==> src/design/tmip_img_pkg.sv <==
package tmip_img_pkg;

    // 4x4 frame, one byte per pixel
    localparam int IMG_DIM    = 4;
    localparam int IMG_PIXELS = IMG_DIM * IMG_DIM;
    localparam int PIX_W      = 8;

    typedef logic [PIX_W-1:0]               pixel_t;
    typedef logic [$clog2(IMG_DIM)-1:0]     coord_t;
    typedef logic [2*$clog2(IMG_DIM)-1:0]   pix_addr_t;

    // first action entry picks one of these
    typedef enum logic [1:0] {
        GRAY_MAX = 2'd0,
        GRAY_AVG = 2'd1,
        GRAY_WGT = 2'd2
    } gray_sel_t;

    localparam pixel_t PAD_VALUE = 8'd0;

endpackage

==> src/design/tmip_op_pkg.sv <==
package tmip_op_pkg;

    typedef logic [2:0] action_t;

    // op codes inside the action list
    localparam action_t ACT_NEGATE = 3'd4;
    localparam action_t ACT_FLIP   = 3'd5;
    localparam action_t ACT_CONV   = 3'd7;

    // 3x3 template
    localparam int TPL_TAPS = 9;

    // 9 * 255 * 255 fits in 20 bits
    localparam int SUM_W = 20;

    typedef logic [SUM_W-1:0] sum_t;

endpackage

==> src/design/tmip_if.sv <==
`timescale 1ns/1ps

// gray values of one pixel, written into the store on wr
interface gray_px_if
    import tmip_img_pkg::*;
();
    logic      wr;
    pix_addr_t addr;
    pixel_t    g_max;
    pixel_t    g_avg;
    pixel_t    g_wgt;

    modport src (output wr, addr, g_max, g_avg, g_wgt);
    modport dst (input  wr, addr, g_max, g_avg, g_wgt);
endinterface

// combinational read port of the frame store
interface frame_rd_if
    import tmip_img_pkg::*;
();
    gray_sel_t plane;
    coord_t    row;
    coord_t    col;
    pixel_t    pixel;

    modport reader (output plane, row, col, input pixel);
    modport store  (input plane, row, col, output pixel);
endinterface

==> src/design/gray_convert.sv <==
`timescale 1ns/1ps

module gray_convert
    import tmip_img_pkg::*;
(
    input  logic   clk,
    input  logic   rst_n,
    input  logic   in_valid,
    input  pixel_t image,
    gray_px_if.src px
);

    logic [1:0] phase;
    logic [9:0] sum_q;
    pixel_t     max_q;
    pixel_t     wgt_q;
    logic [9:0] sum_nxt;
    pixel_t     max_nxt;
    pixel_t     wgt_nxt;

    // running sum, max and weighted sum over R, G, B
    always_comb begin
        if (phase == 2'd0) begin
            sum_nxt = 10'(image);
            max_nxt = image;
            wgt_nxt = image >> 2;
        end else begin
            sum_nxt = sum_q + 10'(image);
            max_nxt = (image > max_q) ? image : max_q;
            wgt_nxt = wgt_q + ((phase == 2'd1) ? (image >> 1) : (image >> 2));
        end
    end

    always_ff @(posedge clk or negedge rst_n) begin
        if (!rst_n) begin
            phase   <= 2'd0;
            px.wr   <= 1'b0;
            px.addr <= '0;
        end else begin
            px.wr <= in_valid && (phase == 2'd2);
            if (!in_valid || phase == 2'd2) begin
                phase <= 2'd0;
            end else begin
                phase <= phase + 2'd1;
            end
            // address moves on once the pixel is written
            if (px.wr) begin
                px.addr <= px.addr + 1'b1;
            end else if (!in_valid) begin
                px.addr <= '0;
            end
        end
    end

    always_ff @(posedge clk) begin
        if (in_valid) begin
            sum_q <= sum_nxt;
            max_q <= max_nxt;
            wgt_q <= wgt_nxt;
        end
        if (in_valid && phase == 2'd2) begin
            px.g_max <= max_nxt;
            px.g_avg <= pixel_t'(sum_nxt / 10'd3);
            px.g_wgt <= wgt_nxt;
        end
    end

endmodule

==> src/design/frame_store.sv <==
`timescale 1ns/1ps

module frame_store
    import tmip_img_pkg::*;
(
    input  logic       clk,
    input  logic       rst_n,
    gray_px_if.dst     px,
    frame_rd_if.store  rd
);

    pixel_t                plane_max [IMG_PIXELS];
    pixel_t                plane_avg [IMG_PIXELS];
    pixel_t                plane_wgt [IMG_PIXELS];
    logic [IMG_PIXELS-1:0] loaded;
    pix_addr_t             rd_addr;

    // all three planes written together
    always_ff @(posedge clk) begin
        if (px.wr) begin
            plane_max[px.addr] <= px.g_max;
            plane_avg[px.addr] <= px.g_avg;
            plane_wgt[px.addr] <= px.g_wgt;
        end
    end

    // pixels never written since reset read back as zero
    always_ff @(posedge clk or negedge rst_n) begin
        if (!rst_n) begin
            loaded <= '0;
        end else if (px.wr) begin
            loaded[px.addr] <= 1'b1;
        end
    end

    assign rd_addr = {rd.row, rd.col};

    always_comb begin
        case (rd.plane)
            GRAY_MAX: rd.pixel = plane_max[rd_addr];
            GRAY_AVG: rd.pixel = plane_avg[rd_addr];
            GRAY_WGT: rd.pixel = plane_wgt[rd_addr];
            default:  rd.pixel = '0;
        endcase
        if (!loaded[rd_addr]) begin
            rd.pixel = '0;
        end
    end

endmodule

==> src/design/action_decode.sv <==
`timescale 1ns/1ps

module action_decode
    import tmip_img_pkg::*;
    import tmip_op_pkg::*;
(
    input  logic      clk,
    input  logic      rst_n,
    input  logic      in_valid2,
    input  action_t   action,
    output gray_sel_t gray_sel,
    output logic      negate,
    output logic      flip,
    output logic      conv_start
);

    // position inside the action burst, at most 8 entries
    logic [2:0] entry;

    always_ff @(posedge clk or negedge rst_n) begin
        if (!rst_n) begin
            entry      <= '0;
            gray_sel   <= GRAY_MAX;
            negate     <= 1'b0;
            flip       <= 1'b0;
            conv_start <= 1'b0;
        end else begin
            conv_start <= 1'b0;
            if (!in_valid2) begin
                entry <= '0;
            end else begin
                entry <= entry + 3'd1;
                if (entry == 3'd0) begin
                    // plane select, flags start clear for this job
                    gray_sel <= gray_sel_t'(action[1:0]);
                    negate   <= 1'b0;
                    flip     <= 1'b0;
                end else begin
                    case (action)
                        ACT_NEGATE: negate     <= ~negate;
                        ACT_FLIP:   flip       <= ~flip;
                        ACT_CONV:   conv_start <= 1'b1;
                        // pooling and median codes have no effect
                        default: ;
                    endcase
                end
            end
        end
    end

endmodule

==> src/design/conv_engine.sv <==
`timescale 1ns/1ps

module conv_engine
    import tmip_img_pkg::*;
    import tmip_op_pkg::*;
(
    input  logic        clk,
    input  logic        rst_n,
    input  logic        in_valid,
    input  pixel_t      template,
    input  gray_sel_t   gray_sel,
    input  logic        negate,
    input  logic        flip,
    input  logic        conv_start,
    frame_rd_if.reader  rd,
    output logic        res_req,
    output sum_t        res_sum,
    input  logic        res_ack
);

    pixel_t     tpl [TPL_TAPS];
    logic [3:0] tpl_cnt;
    logic       running;
    pix_addr_t  win;
    logic [1:0] tr;
    logic [1:0] tc;
    logic [3:0] k;
    logic       last_tap;
    logic       stall;
    logic [2:0] r_ext;
    logic [2:0] c_ext;
    logic       pad;
    pixel_t     tap_raw;
    pixel_t     tap_val;
    sum_t       acc;
    sum_t       mac_sum;

    // ======================================================================
    // template capture
    // ======================================================================
    always_ff @(posedge clk or negedge rst_n) begin
        if (!rst_n) begin
            tpl_cnt <= '0;
        end else if (!in_valid) begin
            tpl_cnt <= '0;
        end else if (tpl_cnt < TPL_TAPS) begin
            tpl_cnt <= tpl_cnt + 4'd1;
        end
    end

    always_ff @(posedge clk) begin
        if (in_valid && tpl_cnt < TPL_TAPS) begin
            tpl[tpl_cnt] <= template;
        end
    end

    // ======================================================================
    // window walk and tap fetch
    // ======================================================================
    // window centre is {row, col} of win, tap offset is -1..+1
    assign r_ext = {1'b0, win[3:2]} + {1'b0, tr} - 3'd1;
    assign c_ext = {1'b0, win[1:0]} + {1'b0, tc} - 3'd1;
    assign pad   = (r_ext >= IMG_DIM) || (c_ext >= IMG_DIM);

    assign rd.plane = gray_sel;
    assign rd.row   = coord_t'(r_ext);
    assign rd.col   = flip ? coord_t'(IMG_DIM - 1) - coord_t'(c_ext) : coord_t'(c_ext);

    // padding is inverted along with the pixels
    assign tap_raw = pad ? PAD_VALUE : rd.pixel;
    assign tap_val = negate ? ~tap_raw : tap_raw;

    assign k        = {2'b00, tr} * 4'd3 + {2'b00, tc};
    assign last_tap = (tr == 2'd2) && (tc == 2'd2);
    assign mac_sum  = ((tr == 2'd0 && tc == 2'd0) ? '0 : acc)
                    + sum_t'(tap_val) * sum_t'(tpl[k]);

    // hold the finished window until the previous handshake is over
    assign stall = last_tap && (res_req || res_ack);

    always_ff @(posedge clk or negedge rst_n) begin
        if (!rst_n) begin
            running <= 1'b0;
            win     <= '0;
            tr      <= '0;
            tc      <= '0;
            res_req <= 1'b0;
        end else begin
            if (res_req && res_ack) begin
                res_req <= 1'b0;
            end
            if (conv_start) begin
                running <= 1'b1;
                win     <= '0;
                tr      <= '0;
                tc      <= '0;
            end else if (running && !stall) begin
                if (last_tap) begin
                    res_req <= 1'b1;
                    tr      <= '0;
                    tc      <= '0;
                    win     <= win + 1'b1;
                    if (win == pix_addr_t'(IMG_PIXELS - 1)) begin
                        running <= 1'b0;
                    end
                end else if (tc == 2'd2) begin
                    tc <= '0;
                    tr <= tr + 2'd1;
                end else begin
                    tc <= tc + 2'd1;
                end
            end
        end
    end

    // accumulator, and the hand-off word on the 9th tap
    always_ff @(posedge clk) begin
        if (running && !stall) begin
            if (last_tap) begin
                res_sum <= mac_sum;
            end else begin
                acc <= mac_sum;
            end
        end
    end

endmodule

==> src/design/result_serializer.sv <==
`timescale 1ns/1ps

module result_serializer
    import tmip_op_pkg::*;
(
    input  logic clk,
    input  logic rst_n,
    input  logic res_req,
    input  sum_t res_sum,
    output logic res_ack,
    output logic out_valid,
    output logic out_value
);

    sum_t       shreg;
    logic [4:0] bit_cnt;
    logic       accept;

    // idle, previous ack gone, new word offered
    assign accept = res_req && !res_ack && !out_valid;

    always_ff @(posedge clk or negedge rst_n) begin
        if (!rst_n) begin
            res_ack   <= 1'b0;
            out_valid <= 1'b0;
            bit_cnt   <= '0;
        end else begin
            if (accept) begin
                res_ack <= 1'b1;
            end else if (res_ack && !res_req) begin
                res_ack <= 1'b0;
            end

            if (accept) begin
                out_valid <= 1'b1;
                bit_cnt   <= '0;
            end else if (out_valid) begin
                bit_cnt <= bit_cnt + 5'd1;
                if (bit_cnt == 5'(SUM_W - 1)) begin
                    out_valid <= 1'b0;
                end
            end
        end
    end

    // MSB first
    always_ff @(posedge clk) begin
        if (accept) begin
            shreg <= res_sum;
        end else if (out_valid) begin
            shreg <= shreg << 1;
        end
    end

    assign out_value = out_valid & shreg[SUM_W-1];

endmodule

==> src/design/tmip_top.sv <==
`timescale 1ns/1ps

module tmip_top
    import tmip_img_pkg::*;
    import tmip_op_pkg::*;
(
    input  logic    clk,
    input  logic    rst_n,
    input  logic    in_valid,
    input  logic    in_valid2,
    input  pixel_t  image,
    input  pixel_t  template,
    input  action_t action,
    output logic    out_valid,
    output logic    out_value
);

    gray_sel_t gray_sel;
    logic      negate;
    logic      flip;
    logic      conv_start;
    logic      res_req;
    logic      res_ack;
    sum_t      res_sum;

    gray_px_if  px_bus ();
    frame_rd_if rd_bus ();

    // ======================================================================
    // image load path
    // ======================================================================
    gray_convert u_gray_convert (
        .clk      (clk),
        .rst_n    (rst_n),
        .in_valid (in_valid),
        .image    (image),
        .px       (px_bus.src)
    );

    frame_store u_frame_store (
        .clk   (clk),
        .rst_n (rst_n),
        .px    (px_bus.dst),
        .rd    (rd_bus.store)
    );

    // ======================================================================
    // actions, convolution, output
    // ======================================================================
    action_decode u_action_decode (
        .clk        (clk),
        .rst_n      (rst_n),
        .in_valid2  (in_valid2),
        .action     (action),
        .gray_sel   (gray_sel),
        .negate     (negate),
        .flip       (flip),
        .conv_start (conv_start)
    );

    conv_engine u_conv_engine (
        .clk        (clk),
        .rst_n      (rst_n),
        .in_valid   (in_valid),
        .template   (template),
        .gray_sel   (gray_sel),
        .negate     (negate),
        .flip       (flip),
        .conv_start (conv_start),
        .rd         (rd_bus.reader),
        .res_req    (res_req),
        .res_sum    (res_sum),
        .res_ack    (res_ack)
    );

    result_serializer u_result_serializer (
        .clk       (clk),
        .rst_n     (rst_n),
        .res_req   (res_req),
        .res_sum   (res_sum),
        .res_ack   (res_ack),
        .out_valid (out_valid),
        .out_value (out_value)
    );

endmodule

==> config.mk <==
export PLATFORM = sky130hd
export DESIGN_NAME = tmip_top
export DESIGN_NICKNAME = d
export VERILOG_FILES = /design/src/design/tmip_img_pkg.sv /design/src/design/tmip_op_pkg.sv /design/src/design/tmip_if.sv /design/src/design/gray_convert.sv /design/src/design/frame_store.sv /design/src/design/action_decode.sv /design/src/design/conv_engine.sv /design/src/design/result_serializer.sv /design/src/design/tmip_top.sv
export SDC_FILE = /design/constraint.sdc
export NUM_CORES = 1
export LEC_CHECK = 0
export BUFFER_PORTS_ARGS = -buffer_cell sky130_fd_sc_hd__clkbuf_2
export CAP_MARGIN = 20
export CORE_UTILIZATION = 31
export CTS_BUF_LIST = sky130_fd_sc_hd__clkbuf_16
export DETAILED_ROUTE_END_ITERATION = 10
export PLACE_DENSITY_LB_ADDON = 0.3
export SYNTH_ARGS = -nofsm -noshare
export SYNTH_HDL_FRONTEND = slang
export SYNTH_SLANG_ARGS = --single-unit
==> constraint.sdc <==
create_clock -name clk -period 16.8 [get_ports clk]
set_input_delay 1.68 -clock clk [delete_from_list [all_inputs] [get_ports clk]]
set_output_delay 1.68 -clock clk [all_outputs]
set_load 0.02 [all_outputs]
==> flow_summary.yaml, run 1 <==
run_status:
  status: "complete, no violations"
floorplanning:
  dieArea_um2: 92700
  initial_core_util_pct: 31.4
  std_cell_rows: 110
  die_h_um: 304
  io_pins: 25
  core_area_um2: 90300
  die_w_um: 304
synth:
  synth_area_um2: 28400
  synth_area_leaders: "edfxtp_1, mux4_2, dfrtp_1"
  synth.top_cell.area_share_pct: 59.9
  ys_warn_count: 0
  synth.most_common_cell: "edfxtp_1"
  async_reset_ff_share_pct: 8.41
  ys_types: 78
  synth_fp_nets: 1875
  syn_inst: 1708
  synthFlopType: "edfxtp_1"
  ys_ff_latch: 618
  netlist_top_cells_count: "edfxtp_1, mux4_2, inv_1"
  yosysTopAreaCell: "edfxtp_1"
  synth.avg_cell_area_um2: 16.6
  synth-edff-count: 566
  ys_seq_area_share_pct: 64.5
placement:
  numPortBuffers: 24
  dp_hpwl_mm: 37.3
  place_congestion: 0.797
  dp_cells: 2878
  postPlaceCellArea_um2: 30100
cts:
  clk_latency_ps: 650
  cts_tree: "built"
  htreeDepth: 2
  cts_buffer_depth: 3
  cts_sinks: 618
  root_buffer: "clkbuf_16"
  postCtsSetupBuffers: 0
  cts.repair.resized: 0
  clk_pin_slew_ps: 60
  numCtsBuffers: 60
  ctsHoldBuffers: 0
routing:
  dr.pass1.iters: 7
  post-route-drc-count: 0
  routed_wl_mm: 60.4
  wl_per_cell_um: 20.2
  vias_per_cell: 4.84
  vias: 14500
  drtIter0Drc: 997
  ant_nets: 0
timing:
  tightest_slew_ps: 949
  rsz0062_at_grt: "no"
  fin_crit_sh_pct: 57.6
  setup_viol: 0
  min_period_ps: 9680
  hold_ws_ps: 463
  finalMaxSlewViolations: 0
  fmax_mhz: 103
  tns_ps: 0
  skew_ps: 49.8
  max_slew_margin_pct: 36.6
  final_hold_viol_count: 0
global_route:
  grt_usage_pct: 13.1
  antenna_found_initial: 0
  overflow: 0
  grt_start_max_net_pins: 101
  grt_pass1_wl_mm: 93.0
  grt_pass1_vias: 15300
finish:
  final-seq-area_um2: 18300
  finalNetCount: 1931
  synthToLayoutAreaGrowth_pct: 13.0
  final_area_um2: 32000
  drive_gt1_share_pct: 21.2
  fill_cells: 8477
  multi_input_area_um2: 9370
  antenna_cells: 0
  fin_cells: 2991
critical_path:
  worst_ep_arrival_time_ps: 10120
  start_kind: "flop"
  cpPeakStageDelay_ps: 850
  path_class: "flop to flop"
  cp_max_fo: 47
  worst_ep_required_time_ps: 17240
  end_kind: "flop"
  cp_slowest_cell: "buf_4"
pwr:
  peakVddDrop_v: 0.000254
  powerDensity_nw_per_um2: 197
  p_leak_nw: 11.4
flow_run:
  timing.max_cap.violations: 0
worst_hold_path:
  hold_path.class: "flop to flop"
[layout by cell type, fill, tap and decap left out, types with 18 or more instances in the layout]
cell type  netlist  layout
a21oi_1         35      34
and2_1          26      26
buf_4           10      27
clkbuf_16        0      60
clkbuf_2         0      24
dfrtp_1         52      52
edfxtp_1       566     566
fa_1            54      54
ha_1            90      89
inv_1          127     144
mux2_2          35      35
mux2i_1         23      23
mux4_2         141     141
nand2_1         91      91
nand3_1         26      26
nor2_1          81      69
nor2b_1         18      18
o21ai_0         43      43
xnor2_1         29      29
[registers in the layout (all words and copies together), names as in the netlist, 3 cells and up]
signal                       flops
u_frame_store.plane_max        128
u_gray_convert.px.g_wgt          8
u_frame_store.loaded            16
u_conv_engine.tpl_cnt            4
u_conv_engine.res_sum           20
u_gray_convert.wgt_q             8
u_gray_convert.sum_q            10
u_gray_convert.px.g_max          8
u_gray_convert.px.g_avg          8
u_result_serializer.bit_cnt      5
u_gray_convert.max_q             8
u_frame_store.plane_wgt        128
u_conv_engine.win                4
u_conv_engine.tpl               72
u_result_serializer.shreg       20
u_action_decode.entry            3
u_frame_store.plane_avg        128
u_gray_convert.px.addr           4
u_conv_engine.acc               20
[power by group]
part / internal, mW / switching [mW]
registers: 1.95 / 0.0777
clock network: 0.758 / 0.584
logic: 1.34 / 1.61
[routing by layer]
layer  share of wire [%]  track usage [%]  wire [um]
met5                   0                0          0
met4                 2.3             3.70       1400
met3                 3.7             1.82       2250
met2                  49             22.3      29700
met1                  45             17.4      27100
[final cells by class]
type	instances	area share [%]
inverters	139	1.63
repair buffers	56	1.32
clock inverters	53	1.44
clock buffers	60	4.69
flip-flops and latches	618	57.1
multi-input cells	889	29.2
well taps	1176	4.59
[final timing paths]
kind                                     startpoint                              to  slack, ps  depth (start not counted)
min in group asynchronous                     rst_n  u_result_serializer.bit_cnt[4]       1220                          2
hold / removal             u_action_decode.entry[0]        u_action_decode.entry[0]        460                          1
setup / recovery                u_conv_engine.tc[0]           u_conv_engine.acc[18]       7120                         30
setup reg to reg                u_conv_engine.tc[0]           u_conv_engine.acc[18]       7120                         30
hold reg to reg            u_action_decode.entry[0]        u_action_decode.entry[0]        460                          1
max in group asynchronous                     rst_n        u_frame_store.loaded[12]      15060                          2
[worst max-delay path: cells and delay by family (launching register included)]
kind | cells | cell delay [ps]
AOI/OAI and AO/OA | 11 | 2410
and+or+nand+nor | 2 | 300
xor gates and xnor gates | 3 | 1140
muxes | 3 | 1520
adders and majority gates | 6 | 2570
DFF | 1 | 430
buffers and inverters | 5 | 1130
[kinds of logic after synthesis]
family | Yosys count | synth area share (%)
DFF | 618 | 64.5
and+or+nand+nor | 333 | 5.77
buffers and inverters | 201 | 2.93
muxes | 201 | 13.5
AOI/OAI and AO/OA | 169 | 3.92
adders and majority gates | 144 | 7.78
xor gates and xnor gates | 42 | 1.54
[per-stage QoR]
step | worst slack [ps] | total power, mW | util, %
2_1_floorplan | 9060 | 4.35 | -
3_3_place_gp | 7100 | 5.04 | 33.2
3_5_place_dp | 7030 | 5.07 | 33.3
4_1_cts | 6970 | 6.42 | 35.5
5_1_grt | 6430 | 6.77 | 35.5
6_report | 7120 | 6.33 | 35.5
Power figures use the tool's default switching activity.
==> inputs of run 2 (changes only) <==
==> constraint.sdc (replaced) <==
create_clock -name clk -period 9.9 [get_ports clk]
set_input_delay 0.99 -clock clk [delete_from_list [all_inputs] [get_ports clk]]
set_output_delay 0.99 -clock clk [all_outputs]
set_load 0.02 [all_outputs]
==> run 2 against run 1 <==
Compared with the run above:
- cell area grew 0.20%
- non-clock buffer count grew 4
- register-to-register slack lost 5900 ps
- clock-buffer cell count is the same
- global-route usage grew 0.19 points
- clock skew shrank 27 ps
- critical endpoint is now u_conv_engine.res_sum[18]
- wire length grew 1.4%
- fmax grew 11%
==> flow_summary.yaml, run 2 (same netlist as run 1, synthesis figures left out) <==
floorplanning:
  core_area_um2: 90300
  dieArea_um2: 92700
  io_pins: 25
  die_h_um: 304
  std_cell_rows: 110
  initial_core_util_pct: 31.4
  die_w_um: 304
routing:
  dr.pass1.iters: 5
  vias: 14600
  drtIter0Drc: 886
  post-route-drc-count: 0
  routed_wl_mm: 61.3
  vias_per_cell: 4.87
  ant_nets: 0
  wl_per_cell_um: 20.4
finish:
  drive_gt1_share_pct: 22.0
  synthToLayoutAreaGrowth_pct: 13.2
  final_common_cell: "edfxtp_1"
  fill_cells: 8487
  final_area_um2: 32100
  finalNetCount: 1935
  antenna_cells: 0
  top_regs: "u_frame_store.plane_avg x128, u_frame_store.plane_max x128, u_frame_store.plane_wgt x128"
  mostFrequentLayoutCells: "edfxtp_1, mux4_2, inv_1, nand2_1, ha_1"
worst_hold_path:
  worstHoldStart: "u_frame_store.loaded[14]"
  hold_path_depth: 1
  hold_end: "u_frame_store.loaded[14]"
  hold_path.class: "flop to flop"
pwr:
  peakVddDrop_v: 0.000432
  p_leak_nw: 11.4
  powerDensity_nw_per_um2: 337
critical_path:
  cp_max_fo: 55
  worstReg2RegEnd: "u_conv_engine.res_sum[18]"
  r2r_start: "u_conv_engine.tc[1]"
  path_class: "flop to flop"
  worst_ep_required_time_ps: 10360
  worst_r2r_path_depth: 31
  worst_ep_arrival_time_ps: 9190
  start_kind: "flop"
  cpPeakStageDelay_ps: 560
  r2r_slack_ps: 1180
  crit_path_frequent_cell: "inv_1"
  cp_slowest_cell: "fa_1"
  end_kind: "flop"
cts:
  cts_sinks: 618
  cts.repair.resized: 0
  cts_buffer_depth: 3
  cts_tree: "built"
  ctsHoldBuffers: 0
  root_buffer: "clkbuf_16"
  clk_pin_slew_ps: 60
  postCtsSetupBuffers: 0
  htreeDepth: 2
  clk_latency_ps: 630
  numCtsBuffers: 60
timing:
  max_slew_margin_pct: 30.5
  skew_ps: 22.8
  tightest_slew_ps: 1040
  finalMaxSlewViolations: 0
  setup_viol: 0
  rsz0062_at_grt: "no"
  fin_crit_sh_pct: 88.1
  min_period_ps: 8720
  final_hold_viol_count: 0
  fmax_mhz: 115
  tns_ps: 0
placement:
  dp_hpwl_mm: 38.7
  place_congestion: 0.835
  postPlaceCellArea_um2: 30100
  numPortBuffers: 24
global_route:
  grt_pass1_vias: 15500
  grt_pass1_wl_mm: 94.2
  overflow: 0
  grt_usage_pct: 13.3
  antenna_found_initial: 0
  grt_start_max_net_pins: 56
run_status:
  status: "complete, no violations"
flow_run:
  timing.max_cap.violations: 0
-- run 2: changes by cell type in the layout (fill, tap and decap cells not counted), moves of 2 or more --
| cell | delta |
|---|---|
| buf_4 | +4 |
| clkinv_1 | -2 |
| clkinv_2 | +7 |
| clkinv_4 | +2 |
| clkinv_8 | +3 |
| clkinvlp_4 | +3 |
| inv_1 | -11 |
| nor3_2 | -2 |
| nor3_4 | +2 |
-- run 2: worst max path at each step --
stage / endpoint / startpoint / slack, ps
2_1_floorplan: u_conv_engine.acc[18] / u_conv_engine.tc[1] / 2160
3_3_place_gp: u_conv_engine.acc[18] / u_conv_engine.tc[1] / 1220
3_5_place_dp: u_conv_engine.res_sum[19] / u_conv_engine.tc[1] / 1120
4_1_cts: u_conv_engine.acc[19] / u_conv_engine.tc[1] / 1090
5_1_grt: u_conv_engine.acc[18] / u_conv_engine.tc[1] / 460
6_report: u_conv_engine.res_sum[18] / u_conv_engine.tc[1] / 1180
-- run 2: worst max-delay path, delay by kind of cell (launching register included) --
kind | cells | cell delay (ps)
AND/OR/NAND/NOR | 2 | 320
adder cells (fa/ha/maj) | 7 | 2820
flip-flops | 1 | 470
XOR/XNOR | 3 | 760
buffers and inverters | 6 | 670
multiplexers | 3 | 1170
AO/OA/AOI/OAI | 10 | 2250
-- run 2: power by group --
group | internal (mW) | total [mW] | leakage [nW] | switching [mW]
sequential | 3.30 | 3.43 | 5.87 | 0.130
clock | 1.29 | 2.29 | 0.987 | 0.998
combinational | 2.34 | 5.10 | 4.50 | 2.75
total | 6.94 | 10.8 | 11.4 | 3.88
-- run 2: layout make-up --
class | instances | area [um^2] | share of cell area, %
repair buffers | 60 | 448 | 1.40
inverters | 139 | 522 | 1.63
flip-flops and latches | 618 | 18300 | 57.0
clock inverters | 54 | 490 | 1.53
multi-input cells | 889 | 9370 | 29.2
well taps | 1176 | 1470 | 4.58
clock buffers | 60 | 1500 | 4.68
-- run 2: routing by layer --
layer,wire length [um],global-route usage [%]
met2,30400,22.4
met4,1310,3.41
met1,27400,18.0
met3,2110,1.69
met5,0,0
-- run 2: metrics by stage --
step / worst slack (ps) / total power [mW] / cells / hold slack, ps / util [%]
floorplan: 2160 / 7.38 / 1708 / 431 / -
global placement: 1220 / 8.60 / 2881 / 443 / 33.3
detailed placement: 1120 / 8.67 / 2882 / 449 / 33.4
CTS: 1090 / 11.0 / 2996 / 468 / 35.6
global route: 462 / 11.6 / 2996 / 483 / 35.6
finish: 1180 / 10.8 / 2996 / 464 / 35.6
==> inputs of run 3 (changes only) <==
--- a/config.mk
+++ b/config.mk
@@ -10,7 +10,7 @@
 export CORE_UTILIZATION = 31
 export CTS_BUF_LIST = sky130_fd_sc_hd__clkbuf_16
 export DETAILED_ROUTE_END_ITERATION = 10
-export PLACE_DENSITY_LB_ADDON = 0.3
+export MAX_ROUTING_LAYER = met4
 export SYNTH_ARGS = -nofsm -noshare
 export SYNTH_HDL_FRONTEND = slang
 export SYNTH_SLANG_ARGS = --single-unit
==> run 3 against run 2 <==
Compared with the run above:
- combinational power shrank 1%
- register-to-register slack lost 80 ps
- sequential power is essentially flat
- wire length shrank 3.4%
- largest cell class unchanged
- sequential share of layout area grew 0.27 points
- largest power group unchanged
- clock-buffer cell count grew 1
- worst setup slack lost 76 ps
- via count is essentially flat
==> flow_summary.yaml, run 3 (same netlist as run 1, synthesis figures left out) <==
run_status:
  status: "complete, no violations"
critical_path:
  start_kind: "flop"
  end_kind: "flop"
  worstReg2RegEnd: "u_conv_engine.res_sum[18]"
  cpPeakStageDelay_ps: 680
  cp_max_fo: 36
  worst_ep_required_time_ps: 10350
  r2r_slack_ps: 1100
  cp_slowest_cell: "xnor2_4"
  worst_r2r_path_depth: 29
  path_class: "flop to flop"
  r2r_start: "u_conv_engine.tc[0]"
  worst_ep_arrival_time_ps: 9250
timing:
  skew_ps: 30.6
  tightest_slew_ps: 1070
  rsz0062_at_grt: "no"
  fin_crit_sh_pct: 88.9
  fmax_mhz: 114
  max_slew_margin_pct: 28.7
  min_period_ps: 8800
  setup_viol: 0
  final_hold_viol_count: 0
  finalMaxSlewViolations: 0
  tns_ps: 0
cts:
  cts.repair.resized: 0
  clk_pin_slew_ps: 70
  cts_sinks: 618
  root_buffer: "clkbuf_16"
  postCtsSetupBuffers: 0
  cts_buffer_depth: 3
  clk_latency_ps: 630
  ctsHoldBuffers: 0
  cts_tree: "built"
  numCtsBuffers: 60
  htreeDepth: 2
pwr:
  power_mw: 10.6
  peakVddDrop_v: 0.000325
  p_leak_nw: 11.3
  powerDensity_nw_per_um2: 333
finish:
  synthToLayoutAreaGrowth_pct: 12.7
  utilization_pct: 35.4
  top_regs: "u_frame_store.plane_avg x128, u_frame_store.plane_max x128, u_frame_store.plane_wgt x128"
  finalNetCount: 1935
  mostFrequentLayoutCells: "edfxtp_1, inv_1, mux4_2, nand2_1, ha_1"
  drive_gt1_share_pct: 21.4
  antenna_cells: 0
  fin_cells: 2995
  final_common_cell: "edfxtp_1"
global_route:
  grt_pass1_wl_mm: 92.0
  grt_pass1_vias: 15300
  antenna_found_initial: 0
  grt_start_max_net_pins: 83
  grt_usage_pct: 13.2
  overflow: 0
floorplanning:
  initial_core_util_pct: 31.4
  dieArea_um2: 92700
  core_area_um2: 90300
  die_w_um: 304
  io_pins: 25
  std_cell_rows: 110
  die_h_um: 304
routing:
  vias: 14600
  post-route-drc-count: 0
  wl_per_cell_um: 19.8
  ant_nets: 0
  dr.pass1.iters: 5
  routed_wl_mm: 59.2
  drtIter0Drc: 1030
  vias_per_cell: 4.87
flow_run:
  timing.max_cap.violations: 0
placement:
  dp_hpwl_mm: 36.6
  dp_cells: 2881
  numPortBuffers: 24
  place_congestion: 0.852
worst_hold_path:
  hold_end: "u_frame_store.loaded[4]"
  hold_path.class: "flop to flop"
  worstHoldStart: "u_frame_store.loaded[4]"
  hold_path_depth: 1
run 3: cell count changes in the layout (fill, tap and decap cells not counted), moves of 2 or more:
cell | before | now
inv_1 | 133 | 142
bufinv_16 | 7 | 2
clkinv_2 | 14 | 9
clkinvlp_4 | 6 | 3
inv_6 | 2 | 5
nor3_4 | 3 | 0
clkinv_8 | 3 | 1
nor3_2 | 5 | 7
run 3: worst max path at each step:
stage,slack [ps],to,startpoint,cells after the start
detailed placement,1050,u_conv_engine.res_sum[18],u_conv_engine.tc[0],27
global route,380,u_conv_engine.acc[19],u_conv_engine.tc[0],30
CTS,1000,u_conv_engine.res_sum[18],u_conv_engine.tc[0],29
global placement,1140,u_conv_engine.acc[18],u_conv_engine.tc[0],29
floorplan,2160,u_conv_engine.acc[18],u_conv_engine.tc[1],33
finish,1100,u_conv_engine.res_sum[18],u_conv_engine.tc[0],29
run 3: metal layers:
metal	wire length [um]	GRT usage (%)	up-vias
li1	-	-	6610
met1	26500	17.7	7558
met2	28900	21.3	335
met3	2630	1.64	94
met4	1250	3.27	0
met5	0	-	-
run 3: through the flow:
| stage | worst slack, ps | hold slack, ps | area [um^2] |
|---|---|---|---|
| 2_1_floorplan | 2160 | 431 | 28400 |
| 3_3_place_gp | 1140 | 443 | 30100 |
| 3_5_place_dp | 1050 | 452 | 30100 |
| 4_1_cts | 1000 | 467 | 31900 |
| 5_1_grt | 384 | 478 | 32000 |
| 6_report | 1100 | 465 | 32000 |
run 3: final cells by class:
class	instances	area (um^2)
fillers	8476	58300
clock buffers	61	1530
inverters	139	522
well taps	1176	1470
repair buffers	60	453
multi-input cells	889	9350
flip-flops and latches	618	18300
clock inverters	52	334
run 3: critical path: cells and delay by family, from the launching register on:
family                   cells  cell delay [ps]
adder cells (fa/ha/maj)      6             2500
AO/OA/AOI/OAI               10             2200
multiplexers                 3             1340
XOR/XNOR                     3             1190
buffers and inverters        5              620
flip-flops                   1              450
AND/OR/NAND/NOR              2              280
run 3: power breakdown:
group          switching, mW  internal, mW  total, mW  leakage (nW)
sequential             0.131          3.30       3.43          5.87
combinational           2.71          2.33       5.04          4.51
clock                  0.984          1.18       2.16         0.968
total                   3.83          6.81       10.6          11.3
